==> src/hdl/accum_pkg.sv <==
package accum_pkg;

	// Binary16 field widths
	localparam int HalfWidth = 16;
	localparam int ExpWidth = 5;
	localparam int MantWidth = 10;
	localparam int SigWidth = 15;   // Carry, hidden, fraction, guard, round, sticky

	localparam int ExpBias = 15;
	localparam int ExpMax = 31;     // All-ones exponent, infinity
	localparam int NumTerms = 8;    // Terms summed per run
	localparam int AddrWidth = 3;

	typedef logic [HalfWidth-1:0] half_t;
	typedef logic [ExpWidth-1:0] expo_t;
	typedef logic [MantWidth-1:0] mant_t;
	typedef logic [SigWidth-1:0] sig_t;
	typedef logic [AddrWidth-1:0] addr_t;

	// Adder input, one pair per valid cycle
	typedef struct packed {
		logic valid;
		half_t a;
		half_t b;
	} opPair_t;

	typedef struct packed {
		logic valid;
		logic effSub;        // Signs differ
		logic sign;          // Sign of larger operand
		expo_t exp;          // Common exponent
		sig_t bigSig;
		sig_t smallSig;      // Already aligned, sticky folded into bit 0
		logic bothZero;
	} alignStage_t;

	typedef struct packed {
		logic valid;
		logic sign;
		expo_t exp;
		sig_t raw;           // Unnormalized sum
		logic zero;
	} sumStage_t;

	typedef struct packed {
		logic valid;
		logic sign;
		logic [ExpWidth:0] exp;   // Two's complement, may dip below zero
		sig_t sig;                // Hidden bit at SigWidth-2
		logic zero;
	} normStage_t;

	typedef struct packed {
		logic valid;
		half_t value;
	} result_t;

	typedef enum logic [1:0] {
		Idle,
		Issue,
		Load,
		Wait
	} ctrlState_t;

endpackage

==> src/hdl/fpAddAlign.sv <==
`timescale 1ns/1ps

module fpAddAlign (
	input logic ap_clk,
	input logic ap_rst,
	input accum_pkg::opPair_t operand,
	output accum_pkg::alignStage_t stage
);
	import accum_pkg::*;

	logic signA, signB;
	expo_t expA, expB;
	mant_t mantA, mantB;
	logic aZero, bZero;
	logic [HalfWidth-2:0] magA, magB;   // Exponent and fraction, zero when denormal
	logic aBig;
	sig_t sigA, sigB;
	expo_t expBig, expSmall, expDiff;
	sig_t sigSmall, shifted;
	logic sticky;
	alignStage_t next;

	// Field split
	always_comb begin
		signA = operand.a[HalfWidth-1];
		signB = operand.b[HalfWidth-1];
		expA = operand.a[MantWidth +: ExpWidth];
		expB = operand.b[MantWidth +: ExpWidth];
		mantA = operand.a[MantWidth-1:0];
		mantB = operand.b[MantWidth-1:0];
		aZero = expA == '0;   // Subnormals count as zero
		bZero = expB == '0;
	end

	always_comb begin
		magA = aZero ? '0 : operand.a[HalfWidth-2:0];
		magB = bZero ? '0 : operand.b[HalfWidth-2:0];
		aBig = magA >= magB;   // Ties go to A
		// Carry bit clear, hidden bit set, GRS empty
		sigA = aZero ? '0 : {2'b01, mantA, 3'b000};
		sigB = bZero ? '0 : {2'b01, mantB, 3'b000};
		expBig = aBig ? expA : expB;
		expSmall = aBig ? expB : expA;
		sigSmall = aBig ? sigB : sigA;
		expDiff = expBig - expSmall;
		shifted = sigSmall >> expDiff;
		// Any bit lost off the bottom goes into sticky
		sticky = (shifted << expDiff) != sigSmall;
	end

	always_comb begin
		next.valid = operand.valid;
		next.effSub = signA ^ signB;
		next.bothZero = aZero & bZero;
		// Two zeros add to -0 only when both are negative
		next.sign = next.bothZero ? (signA & signB) : (aBig ? signA : signB);
		next.exp = expBig;
		next.bigSig = aBig ? sigA : sigB;
		next.smallSig = {shifted[SigWidth-1:1], shifted[0] | sticky};
	end

	always_ff @(posedge ap_clk) begin
		stage <= next;
		if (ap_rst) begin
			stage.valid <= 1'b0;
		end
	end

endmodule

==> src/hdl/fpAddExecute.sv <==
`timescale 1ns/1ps

module fpAddExecute (
	input logic ap_clk,
	input logic ap_rst,
	input accum_pkg::alignStage_t stage,
	output accum_pkg::sumStage_t sum
);
	import accum_pkg::*;

	sig_t raw;
	logic exactZero;
	sumStage_t next;

	// Larger minus smaller never goes negative
	always_comb begin
		if (stage.effSub) begin
			raw = stage.bigSig - stage.smallSig;
		end else begin
			raw = stage.bigSig + stage.smallSig;   // Carry lands in the top bit
		end
		exactZero = raw == '0;
	end

	always_comb begin
		next.valid = stage.valid;
		next.exp = stage.exp;
		next.raw = raw;
		next.zero = exactZero;
		// Cancellation gives +0, a sum of two zeros keeps its own sign
		if (exactZero) begin
			next.sign = stage.bothZero & stage.sign;
		end else begin
			next.sign = stage.sign;
		end
	end

	always_ff @(posedge ap_clk) begin
		sum <= next;
		if (ap_rst) begin
			sum.valid <= 1'b0;
		end
	end

endmodule

==> src/hdl/fpAddNormalize.sv <==
`timescale 1ns/1ps

module fpAddNormalize (
	input logic ap_clk,
	input logic ap_rst,
	input accum_pkg::sumStage_t sum,
	output accum_pkg::normStage_t norm
);
	import accum_pkg::*;

	logic [3:0] lead;            // Left shift to bring leading one to hidden bit
	logic found;
	logic [ExpWidth:0] expIn;
	logic carry;
	normStage_t next;

	// Leading one search below the carry bit
	always_comb begin
		lead = '0;
		found = 1'b0;
		for (int i = SigWidth - 2; i >= 0; i--) begin
			if (!found && sum.raw[i]) begin
				lead = 4'(SigWidth - 2 - i);
				found = 1'b1;
			end
		end
	end

	always_comb begin
		expIn = {1'b0, sum.exp};
		carry = sum.raw[SigWidth-1];
		next.valid = sum.valid;
		next.sign = sum.sign;
		next.zero = sum.zero;
		if (carry) begin
			// Right by one, last two bits merge into sticky
			next.sig = {1'b0, sum.raw[SigWidth-1:2], sum.raw[1] | sum.raw[0]};
			if (sum.exp == expo_t'(ExpMax)) begin
				next.exp = expIn;   // Already infinite, hold so the field cannot wrap
			end else begin
				next.exp = expIn + 1'b1;
			end
		end else begin
			next.sig = sum.raw << lead;
			next.exp = expIn - {2'b00, lead};   // Can go negative
		end
	end

	always_ff @(posedge ap_clk) begin
		norm <= next;
		if (ap_rst) begin
			norm.valid <= 1'b0;
		end
	end

endmodule

==> src/hdl/fpAddRound.sv <==
`timescale 1ns/1ps

module fpAddRound (
	input logic ap_clk,
	input logic ap_rst,
	input accum_pkg::normStage_t norm,
	output accum_pkg::result_t result
);
	import accum_pkg::*;

	logic guardBit, roundBit, stickyBit;
	logic roundUp;
	logic [MantWidth+1:0] rounded;   // Hidden bit, fraction and one carry
	logic roundCarry;
	mant_t mant;
	logic signed [ExpWidth+1:0] expRnd;
	result_t next;

	// Nearest even
	always_comb begin
		guardBit = norm.sig[2];
		roundBit = norm.sig[1];
		stickyBit = norm.sig[0];
		roundUp = guardBit & (roundBit | stickyBit | norm.sig[3]);
		rounded = {1'b0, norm.sig[SigWidth-2:3]} + {{(MantWidth+1){1'b0}}, roundUp};
		roundCarry = rounded[MantWidth+1];
		mant = roundCarry ? rounded[MantWidth:1] : rounded[MantWidth-1:0];
		expRnd = $signed({norm.exp[ExpWidth], norm.exp})
			+ $signed({{(ExpWidth+1){1'b0}}, roundCarry});
	end

	always_comb begin
		next.valid = norm.valid;
		if (norm.zero) begin
			next.value = {norm.sign, {(HalfWidth-1){1'b0}}};
		end else if (expRnd >= ExpMax) begin
			next.value = {norm.sign, expo_t'(ExpMax), mant_t'(0)};   // Infinity
		end else if (expRnd <= 0) begin
			next.value = {norm.sign, {(HalfWidth-1){1'b0}}};   // Flush, sign kept
		end else begin
			next.value = {norm.sign, expRnd[ExpWidth-1:0], mant};
		end
	end

	always_ff @(posedge ap_clk) begin
		result <= next;
		if (ap_rst) begin
			result.valid <= 1'b0;
		end
	end

endmodule

==> src/hdl/accumCtrl.sv <==
`timescale 1ns/1ps

module accumCtrl (
	input logic ap_clk,
	input logic ap_rst,
	input logic start,
	input logic cont,
	output logic done,
	output logic idle,
	output logic ready,
	output logic accumValid,
	output accum_pkg::half_t accumSum,
	output accum_pkg::addr_t memAddr,
	output logic memCe,
	input accum_pkg::half_t memData,
	output accum_pkg::opPair_t operand,
	input accum_pkg::result_t result
);
	import accum_pkg::*;

	ctrlState_t state, nextState;
	logic [AddrWidth:0] termIdx;   // One extra bit to reach NumTerms
	logic doneHeld;
	half_t sum;        // Running sum
	half_t lastSum;    // Shown between runs
	logic runStart;
	logic finish;

	assign runStart = (state == Idle) && start && !doneHeld;
	assign finish = (state == Issue) && (termIdx == (AddrWidth+1)'(NumTerms));

	always_comb begin
		nextState = state;
		case (state)
			Idle: begin
				if (runStart) begin
					nextState = Issue;
				end
			end
			Issue: nextState = finish ? Idle : Load;
			Load: nextState = Wait;     // Pair goes to the adder this cycle
			Wait: begin
				if (result.valid) begin
					nextState = Issue;
				end
			end
			default: nextState = Idle;
		endcase
	end

	always_ff @(posedge ap_clk) begin
		if (ap_rst) begin
			state <= Idle;
		end else begin
			state <= nextState;
		end
	end

	// Index and running sum, cleared at the start of every run
	always_ff @(posedge ap_clk) begin
		if (ap_rst || runStart) begin
			termIdx <= '0;
			sum <= '0;
		end else if (state == Wait && result.valid) begin
			termIdx <= termIdx + 1'b1;
			sum <= result.value;
		end
	end

	always_ff @(posedge ap_clk) begin
		if (ap_rst) begin
			lastSum <= '0;
		end else if (finish) begin
			lastSum <= sum;
		end
	end

	// cont wins over a finish in the same cycle
	always_ff @(posedge ap_clk) begin
		if (ap_rst) begin
			doneHeld <= 1'b0;
		end else if (cont) begin
			doneHeld <= 1'b0;
		end else if (finish) begin
			doneHeld <= 1'b1;
		end
	end

	// Strobes
	always_comb begin
		done = finish | doneHeld;
		ready = finish;
		accumValid = finish;
		idle = (state == Idle) && !start;
		accumSum = finish ? sum : lastSum;
		memCe = (state == Issue) && !finish;
		memAddr = termIdx[AddrWidth-1:0];
	end

	// Read data arrives in Load, one cycle after memCe
	always_comb begin
		operand.valid = state == Load;
		operand.a = sum;
		operand.b = memData;
	end

endmodule

==> src/hdl/halfAccum.sv <==
`timescale 1ns/1ps

module halfAccum (
	input logic ap_clk,
	input logic ap_rst,
	input logic start,
	input logic cont,
	output logic done,
	output logic idle,
	output logic ready,
	output logic accumValid,
	output accum_pkg::half_t accumSum,
	output accum_pkg::addr_t memAddr,
	output logic memCe,
	input accum_pkg::half_t memData
);
	import accum_pkg::*;

	opPair_t operand;
	alignStage_t aligned;
	sumStage_t added;
	normStage_t normed;
	result_t result;     // Valid four cycles after operand

	accumCtrl ctrl (
		.ap_clk(ap_clk),
		.ap_rst(ap_rst),
		.start(start),
		.cont(cont),
		.done(done),
		.idle(idle),
		.ready(ready),
		.accumValid(accumValid),
		.accumSum(accumSum),
		.memAddr(memAddr),
		.memCe(memCe),
		.memData(memData),
		.operand(operand),
		.result(result)
	);

	fpAddAlign alignStage (.ap_clk(ap_clk), .ap_rst(ap_rst), .operand(operand), .stage(aligned));

	fpAddExecute execStage (.ap_clk(ap_clk), .ap_rst(ap_rst), .stage(aligned), .sum(added));

	fpAddNormalize normStage (.ap_clk(ap_clk), .ap_rst(ap_rst), .sum(added), .norm(normed));

	fpAddRound roundStage (.ap_clk(ap_clk), .ap_rst(ap_rst), .norm(normed), .result(result));

endmodule

==> config.mk <==
export PLATFORM = sky130hd
export DESIGN_NAME = halfAccum
export DESIGN_NICKNAME = d
export VERILOG_FILES = /design/src/hdl/accum_pkg.sv /design/src/hdl/fpAddAlign.sv /design/src/hdl/fpAddExecute.sv /design/src/hdl/fpAddNormalize.sv /design/src/hdl/fpAddRound.sv /design/src/hdl/accumCtrl.sv /design/src/hdl/halfAccum.sv
export SDC_FILE = /design/constraint.sdc
export NUM_CORES = 1
export LEC_CHECK = 0
export ABC_AREA = 1
export BUFFER_PORTS_ARGS = -buffer_cell sky130_fd_sc_hd__buf_2
export CAP_MARGIN = 20
export CORE_ASPECT_RATIO = 0.5
export CORE_MARGIN = 5
export CORE_UTILIZATION = 42
export DETAILED_ROUTE_END_ITERATION = 12
export PLACE_DENSITY_LB_ADDON = 0.15
export SYNTH_ARGS = -nofsm -noshare
export SYNTH_HDL_FRONTEND = slang
export SYNTH_SLANG_ARGS = --single-unit
==> constraint.sdc <==
create_clock -name ap_clk -period 4 [get_ports ap_clk]
set_input_delay 0.4 -clock ap_clk [delete_from_list [all_inputs] [get_ports ap_clk]]
set_output_delay 0.4 -clock ap_clk [all_outputs]
set_load 0.005 [all_outputs]
### Yosys cells after proc, flatten, opt, wreduce, memory -nomap -nowiden

Index checks and enable logic that the tools add are counted.

| cells by class | value |
|---|---|
| reduce and logical (&&, ||, !) cells | 43 |
| bitwise logic cells | 10 |
| equal/unequal tests | 8 |
| multiplexer cells | 48 |
| $lt $le $gt $ge | 3 |
| shift operators | 3 |
| $add $sub $neg | 8 |

Operators by type and width:

| kind | count |
|---|---|
| $mux 15 | 7 |
| $mux 14 | 2 |
| $mux 4 | 6 |
| $mux 21 | 1 |
| $logic_and 1x1->1 | 19 |
| $mux 1 | 17 |
| $logic_not 1->1 | 16 |
| $mux 16 | 1 |
| $add 15x15->15 | 1 |
| $ge 15x15->1 | 1 |
| $logic_not 15->1 | 1 |
| $ne 15x15->1 | 1 |
| $shl 15x4->15 | 1 |
| $shl 15x5->15 | 1 |
| $shr 15x5->15 | 1 |
| $sub 15x15->15 | 1 |
| $add 11x1->12 | 1 |
| $mux 3 | 4 |
| $logic_not 5->1 | 2 |
| $mux 10 | 1 |
| $mux 2 | 5 |
| $mux 5 | 2 |
| $pmux 2 s4 | 1 |
| $add 6x2->7 | 1 |
| other kinds (20) | 29 |

| word-level totals | value |
|---|---|
| input bits | 20 |
| register bits after elaboration | 141 |

### Depth between registers and ports, before layout

Gate-level depths: netlist (run 1).

| logic depth | value |
|---|---|
| word-level depth | 42 |
| depth in mapped cells | 35 |
| depth with buffers taken out | 33 |

### Modules after synthesis

From an unflattened synthesis (run 1), not the netlist that was laid out.

| unflattened totals | value |
|---|---|
| cells, all modules | 1572 |
| area, all modules | 10102.2 µm² |

Modules (own cells, without submodules):

| module | times used | area an instance (µm²) | cells each |
|---|---|---|---|
| fpAddAlign | 1 | 3397.0 | 598 |
| accumCtrl | 1 | 1974.4 | 257 |
| fpAddExecute | 1 | 1950.6 | 319 |
| fpAddNormalize | 1 | 1821.7 | 258 |
| fpAddRound | 1 | 958.4 | 140 |

### Worst setup path before layout (run 1)

No wires, ideal clock.

| path | value |
|---|---|
| path kind | reg2reg |
| start point | reg ctrl.sum[12] |
| end point | reg, netlist name alignStage.stage[1] |
| setup slack | 0.162 ns |
| arrival time | 3.711 ns |
| buffers on the path | 4 |
| library setup time | 0.126 ns |
| data required time | 3.874 ns |
| period minus slack after synthesis | 3.838 ns |
| cell stages (with the launch flop) | 33 |
| cells stage by stage | dfxtp_1 > nor2_2 > nand3_2 > buf_6 > nand2_1 > inv_1 > ha_1 > nand3_1 > nor2_1 > nand2_1 > nor2_2 > nor2_2 > buf_4 > nand3_2 > nand3_2 > ha_1 > clkbuf_1 > clkinv_1 > clkbuf_1 > a21oi_1 > nand2_1 > nand2_1 > nand3_1 > nand2_1 > nand2_1 > nand3_1 > nand3_1 > nand2_1 > nand2_1 > nand2_1 > inv_1 > nor2_1 > nand4_1 |

RTL lines:

| item | RTL line | text |
|---|---|---|
| from (decl) | accumCtrl.sv:24 | `half_t sum;` |
| from (signal assigned) | accumCtrl.sv:66 | `sum <= result.value;` |

==> results.py, run 1 <==
metrics = {
    "yosys": {
        "synth_area_per_cell_um2": 6.718,
        "postSynthCellCount": 1276,
        "ys_warn_count": 0,
        "ys_async_sr_fraction_pct": 0,
        "ys_ff_latch": 136,
        "syn_nets": 1337,
        "ys.flop_type": "dfxtp_1",
        "synth_edf_count": 0,
        "syn_area_um2": 8572,
        "yosysUniqueCellTypes": 47,
        "seq_area_frac_synth_pct": 31.76,
    },
    "cells_and_area": {
        "utilization_pct": 51.81,
        "area_delta_synth_final_pct": 19.52,
        "finalNonFillerCells": 1629,
        "antennaDiodeCount": 0,
        "layout.nets": 1411,
        "drive_above_1_share_pct": 18.49,
    },
    "route": {
        "via_count": 8547,
        "drt_iter0_markers": 829,
        "drt-pass1-iter-count": 6,
        "wl_per_cell_um": 15.62,
        "drt_drc_violations_left": 0,
        "ant_nets": 0,
        "totalWireLength_um": 25440,
        "vias_per_cell": 5.247,
    },
    "sta": {
        "period_minus_slack_ns": 3.848,
        "finalSetupViolCount": 0,
        "slew_headroom_pct": 49.05,
        "finalCritPeriodShare_pct": 96.19,
        "clock.fmax_mhz": 259.9,
        "hold_viol_final": 0,
        "drv_slew": 0,
        "clock_skew_ns": 0.008684,
        "tns_ns": 0,
        "worst_pin_slew_ns": 0.7624,
    },
    "placement": {
        "post-place-cells": 1582,
        "portBuffers": 43,
        "place.gp.congestion": 0.9814,
        "dp_hpwl_um": 19330,
    },
    "floorplanning": {
        "dieHeight_um": 111.0,
        "core-area_um2": 19770,
        "start_util_pct": 43.35,
        "ios": 44,
        "num_rows": 36,
        "die_w_um": 212.0,
        "dieArea_um2": 23540,
    },
    "grt": {
        "grt_pass1_wl_um": 40430,
        "grt_pass1_vias": 7857,
        "antenna_found_initial": 0,
        "grt_max_degree": 51,
        "grt.total_usage_pct": 21.15,
        "grt-ovfl-total": 0,
    },
    "pwr": {
        "finalPower_mw": 5.222,
        "power_density_nw_per_um2": 509.8,
        "p_leak_nw": 4.923,
        "ir_worst_vdd_mv": 0.3006,
    },
    "min_path": {
        "holdPathStages": 2,
        "hold_end": "ctrl.doneHeld",
        "hold_class": "in -> reg",
        "hold_start": "cont",
    },
    "setup_path": {
        "ff2ff_path_depth": 31,
        "r2r_start": "ctrl.sum[10]",
        "crit_top_cell": "nand2_1",
        "critical-path-max-stage-delay_ns": 0.33,
        "crit_fanout": 11,
        "cp-start-kind": "register",
        "crit_type": "reg -> reg",
        "cp.arrival_ns": 4.14,
        "cp.buffers_inverters": 6,
        "cp_top_family": "simple AND/OR/NAND/NOR gates",
        "critPathRequiredTime_ns": 4.30,
        "critPathCaptureType": "register",
        "crit_path_top_delay_cell": "dfxtp_1",
        "r2r-end": "alignStage.stage[1]",
        "reg2reg_slack_ns": 0.15,
    },
    "flow_run": {
        "maxCapViolations": 0,
    },
    "clocking": {
        "insertion_delay_ns": 0.42,
        "cts_root_buffer": "clkbuf_16",
        "clock_path_buffers": 2,
        "htree_num_levels": 4,
        "clk_pin_slew_ns": 0.07,
        "numCtsBuffers": 17,
        "cts_tree": "done",
        "clock-sinks": 136,
    },
    "run_status": {
        "outcome": "complete, no violations",
    },
}
[state kept, by name, summed over array words and instances (netlist names)]
signal / flops
normStage.norm: 23
ctrl.state: 2
ctrl.termIdx: 4
ctrl.sum: 16
alignStage.stage: 34
ctrl.lastSum: 16
roundStage.result: 17
ctrl.doneHeld: 1
execStage.sum: 23
[power breakdown]
part	total, mW	internal [mW]	switching (mW)	leakage (nW)
sequential	1.85	1.63	0.211	1.13
clock	1.59	0.938	0.649	0.287
combinational	1.79	0.670	1.12	3.51
total	5.22	3.24	1.98	4.92
[layout make-up]
cell class | instances | area (um^2)
flip-flops and latches | 136 | 2728
well taps | 266 | 332.8
inverters | 170 | 643.1
clock inverters | 14 | 163.9
repair buffers | 111 | 813.3
clock buffers | 18 | 429.2
multi-input cells | 914 | 5135
fillers | 1940 | 9529
[synthesized netlist by cell type (4+ instances only)]
library cell,n,area (um^2)
nand2_2,11,68.82
buf_6,11,123.9
buf_2,7,35.03
nor2_1,86,322.8
clkbuf_1,29,108.9
xnor2_1,10,87.58
nand2_1,302,1134
inv_2,8,30.03
dfxtp_1,136,2723
or2_2,18,112.6
nor4_1,4,25.02
nand3_2,9,90.09
nand2_4,7,78.83
a211oi_1,19,142.6
clkinv_1,4,15.01
o21ai_0,51,255.2
nand3_1,161,805.8
inv_1,157,589.3
o22ai_1,18,112.6
o221ai_1,7,61.31
buf_4,6,45.04
ha_1,40,500.5
a31oi_1,5,31.28
a21oi_1,72,360.4
xor2_1,30,262.8
nand4_1,12,75.07
o21ai_1,8,40.04
nor3_1,12,60.06
o31ai_1,4,30.03
buf_1,4,15.01
o21a_1,4,30.03
nor2_2,4,25.02
[cells by family (layout without fill, tap and decap cells)]
family          count (synthesis)  after routing  synth area share [%]
compound gates                197            197                 13.27
buf+inv                       227            313                 11.30
flops                         136            136                 31.76
fa+ha+maj                      41             41                 6.072
xor+xnor                       40             40                 4.087
mux                             3              3                0.3503
simple gates                  632            633                 33.16
[worst max path at each step]
| stage | from | to | slack (ns) | cells past startpoint |
|---|---|---|---|---|
| global route | ctrl.sum[10] | alignStage.stage[1] | -0.06 | 31 |
| detailed placement | memData[14] | alignStage.stage[1] | -0.12 | 31 |
| global placement | memData[14] | alignStage.stage[1] | -0.14 | 31 |
| floorplan | ctrl.sum[12] | alignStage.stage[1] | 0.16 | 32 |
| CTS | ctrl.sum[10] | alignStage.stage[1] | 0.004 | 31 |
| finish | ctrl.sum[10] | alignStage.stage[1] | 0.15 | 31 |
[layer usage]
metal  vias up  track usage (%)  share of wire (%)
li1       4331                -                  -
met1      3915            31.03                 50
met2       264            31.12                 42
met3        37            4.524                6.2
met4         0            6.003                1.5
met5         -                0                  0
[repair_timing]
item                                    4_1_cts  5_1_grt
pin swaps                                     0       19
setup buffers                                 0       13
gates resized for setup                       2       62
hold buffers                                  0        0
endpoints found under the setup margin        1        2
gates cloned                                  0        2
[worst register-to-register path: cells and delay by family (launching register included)]
family | cells | cell delay, ns
compound gates | 2 | 0.26
fa+ha+maj | 1 | 0.17
buf+inv | 6 | 0.71
flops | 1 | 0.33
simple gates | 22 | 2.26
[placed cells by master (no fill, tap or decap), drive strengths merged]
| master | count |
|---|---|
| or2 | 18 |
| nor3b | 1 |
| nand3b | 3 |
| nand2 | 321 |
| fa | 1 |
| clkinv | 5 |
| a21o | 1 |
| inv | 175 |
| o211ai | 1 |
| or3b | 1 |
| mux2i | 3 |
| o21bai | 1 |
| o21a | 4 |
| a22oi | 1 |
| nor2 | 90 |
| a31oi | 5 |
| a21boi | 2 |
| and2 | 1 |
| o41ai | 2 |
| nor3 | 12 |
| a21oi | 72 |
| bufinv | 2 |
| xor2 | 30 |
| a211oi | 19 |
| clkbuf | 19 |
| buf | 110 |
| o221ai | 7 |
| clkinvlp | 2 |
| nor4 | 4 |
| ha | 40 |
| a2111o | 1 |
| o22ai | 18 |
| dfxtp | 136 |
| o31ai | 4 |
| o21ai | 59 |
| nand3 | 170 |
| xnor2 | 10 |
| nand4 | 12 |
[per-stage QoR]
stage	setup WS, ns	hold slack [ns]	instance area (um^2)
6_report	0.1522	0.1426	10240
3_5_place_dp	-0.1159	0.3143	9263
4_1_cts	0.003554	0.1228	9866
5_1_grt	-0.05723	0.1398	10240
2_1_floorplan	0.1624	0.3096	8572
3_3_place_gp	-0.1420	0.3140	9263
Note: power is estimated with default switching activity, not from simulation.
==> run 2, diff against run 1 <==
- PLACE_DENSITY_LB_ADDON: 0.15 -> not set
==> run 2 against run 1 <==
Compared with the run above:
- critical path depth decreased by 1
- first-iteration DRC count decreased by 9.5%
- core utilization decreased by 1.1 points
- sequential share of layout area increased by 0.56 points
- clock skew increased by 0.0070 ns
- sequential cell count unchanged
- critical endpoint unchanged
==> results.py, run 2 (synthesis gave the netlist of run 1 again) <==
metrics = {
    "clocking": {
        "htree_num_levels": 4,
        "numCtsBuffers": 17,
        "cts_root_buffer": "clkbuf_16",
        "clock_path_buffers": 2,
        "cts_tree": "done",
        "insertion_delay_ns": 0.43,
        "clock-sinks": 136,
        "clk_pin_slew_ns": 0.07,
    },
    "cells_and_area": {
        "drive_above_1_share_pct": 16.90,
        "largest-register": "alignStage.stage",
        "reg_top3": "alignStage.stage x34, execStage.sum x23, normStage.norm x23",
        "final_common_cell": "nand2_1",
        "finalNonFillerCells": 1621,
        "antennaDiodeCount": 0,
        "area_delta_synth_final_pct": 16.89,
        "layout_common_cells": "nand2_1 (291), inv_1 (156), nand3_1 (150)",
        "layout.nets": 1403,
        "largest_reg_flops": 34,
        "final.fill_count": 1981,
    },
    "setup_path": {
        "crit_top_cell": "nand2_1",
        "critPathCaptureType": "register",
        "critPathRequiredTime_ns": 4.30,
        "critical-path-max-stage-delay_ns": 0.33,
        "crit_type": "reg -> reg",
        "cp.arrival_ns": 4.16,
        "cp-start-kind": "register",
        "crit_path_top_delay_cell": "dfxtp_1",
        "crit_fanout": 7,
    },
    "sta": {
        "clock_skew_ns": 0.01565,
        "worst_slack_ns": 0.1378,
        "finalSetupViolCount": 0,
        "clock.fmax_mhz": 258.9,
        "finalCritPeriodShare_pct": 96.55,
        "drv_slew": 0,
        "rsz0062_at_grt": "yes",
        "period_minus_slack_ns": 3.862,
        "hold_viol_final": 0,
        "slew_headroom_pct": 48.42,
        "worst_pin_slew_ns": 0.7718,
    },
    "placement": {
        "post-place-cells": 1580,
        "place_ws_ns": -0.08064,
        "portBuffers": 43,
        "dp_hpwl_um": 18930,
        "place.gp.congestion": 0.9594,
    },
    "grt": {
        "antenna_found_initial": 0,
        "grt_max_degree": 51,
        "grt.total_usage_pct": 20.67,
        "grt_pass1_wl_um": 39660,
        "grt-ovfl-total": 0,
        "grt_pass1_vias": 7660,
    },
    "flow_run": {
        "maxCapViolations": 0,
    },
    "run_status": {
        "outcome": "complete, no violations",
    },
    "floorplanning": {
        "num_rows": 36,
        "dieArea_um2": 23540,
        "ios": 44,
        "dieHeight_um": 111.0,
        "start_util_pct": 43.35,
        "core-area_um2": 19770,
        "die_w_um": 212.0,
    },
    "route": {
        "vias_per_cell": 5.241,
        "wl_met2_um": 10470,
        "drt_iter0_markers": 750,
        "totalWireLength_um": 24760,
        "wl_per_cell_um": 15.27,
        "wl_met3_um": 1357,
        "drt-pass1-iter-count": 5,
        "top_layer_used": "met4",
        "via_count": 8495,
        "drt_drc_violations_left": 0,
        "ant_nets": 0,
        "met1Wirelength_um": 12540,
    },
    "min_path": {
        "hold_class": "in -> reg",
    },
    "pwr": {
        "ir_worst_vdd_mv": 0.2588,
        "finalPower_mw": 5.115,
        "power_density_nw_per_um2": 510.5,
        "p_leak_nw": 4.842,
    },
}
[run 2: cell count changes in the layout (fill, tap and decap cells not counted), moves of 3 or more]
cell	delta
buf_12	-3
buf_4	-5
clkinv_4	+4
dfxtp_1	+3
dfxtp_2	-3
inv_6	-4
inv_8	+3
nand2_1	+6
nand2_2	-3
[run 2: stage by stage]
step | hold WS [ns] | instance area [um^2] | util (%) | TNS [ns]
final | 0.1506 | 10020 | 50.67 | 0
after CTS | 0.1308 | 9774 | 49.43 | 0
after detailed placement | 0.3147 | 9198 | 46.51 | -0.08064
after global placement | 0.3150 | 9198 | 46.51 | -0.07194
after floorplan | 0.3096 | 8572 | - | 0
after global routing | 0.1421 | 10020 | 50.67 | -0.09392
[run 2: timing repair]
action | in CTS | in global routing
pin swaps | 0 | 10
setup buffers | 0 | 7
gates resized for setup | 2 | 42
endpoints found under the setup margin | 1 | 2
hold buffers | 0 | 0
gates cloned | 0 | 2
[run 2: cell type report]
class / count / area, um^2 / area share [%]
Clock buffer: 18 / 439.2 / 4.383
Clock inverter: 14 / 131.4 / 1.311
Inverter: 170 / 640.6 / 6.394
Tap cell: 266 / 332.8 / 3.322
Sequential cell: 136 / 2724 / 27.19
Timing Repair Buffer: 102 / 690.7 / 6.893
Multi-Input combinational cell: 915 / 5061 / 50.51
[run 2: layer usage]
metal  up-vias  GRT usage, %
li1       4304             -
met1      3894         31.21
met2       259         30.23
met3        38         3.591
met4         0         5.360
met5         -             0
[run 2: worst max-delay path: cells and delay by family (launching register included)]
family | cells | cell delay (ns)
buffers and inverters | 6 | 0.70
flip-flops | 1 | 0.33
adder cells (fa/ha/maj) | 2 | 0.60
AO/OA/AOI/OAI | 2 | 0.29
AND/OR/NAND/NOR | 20 | 1.81
[run 2: worst paths after layout]
| path | cells past startpoint | slack [ns] | start | to |
|---|---|---|---|---|
| min reg2reg | 0 | 0.33 | alignStage.stage[31] | execStage.sum[16] |
| max | 30 | 0.14 | ctrl.sum[13] | alignStage.stage[1] |
| min | 2 | 0.15 | cont | ctrl.doneHeld |
| max reg2reg | 30 | 0.14 | ctrl.sum[13] | alignStage.stage[1] |
[run 2: where the power goes]
| group | total [mW] | switching [mW] | internal, mW |
|---|---|---|---|
| Clock | 1.50 | 0.664 | 0.839 |
| Sequential | 1.84 | 0.209 | 1.63 |
| Combinational | 1.77 | 1.12 | 0.652 |
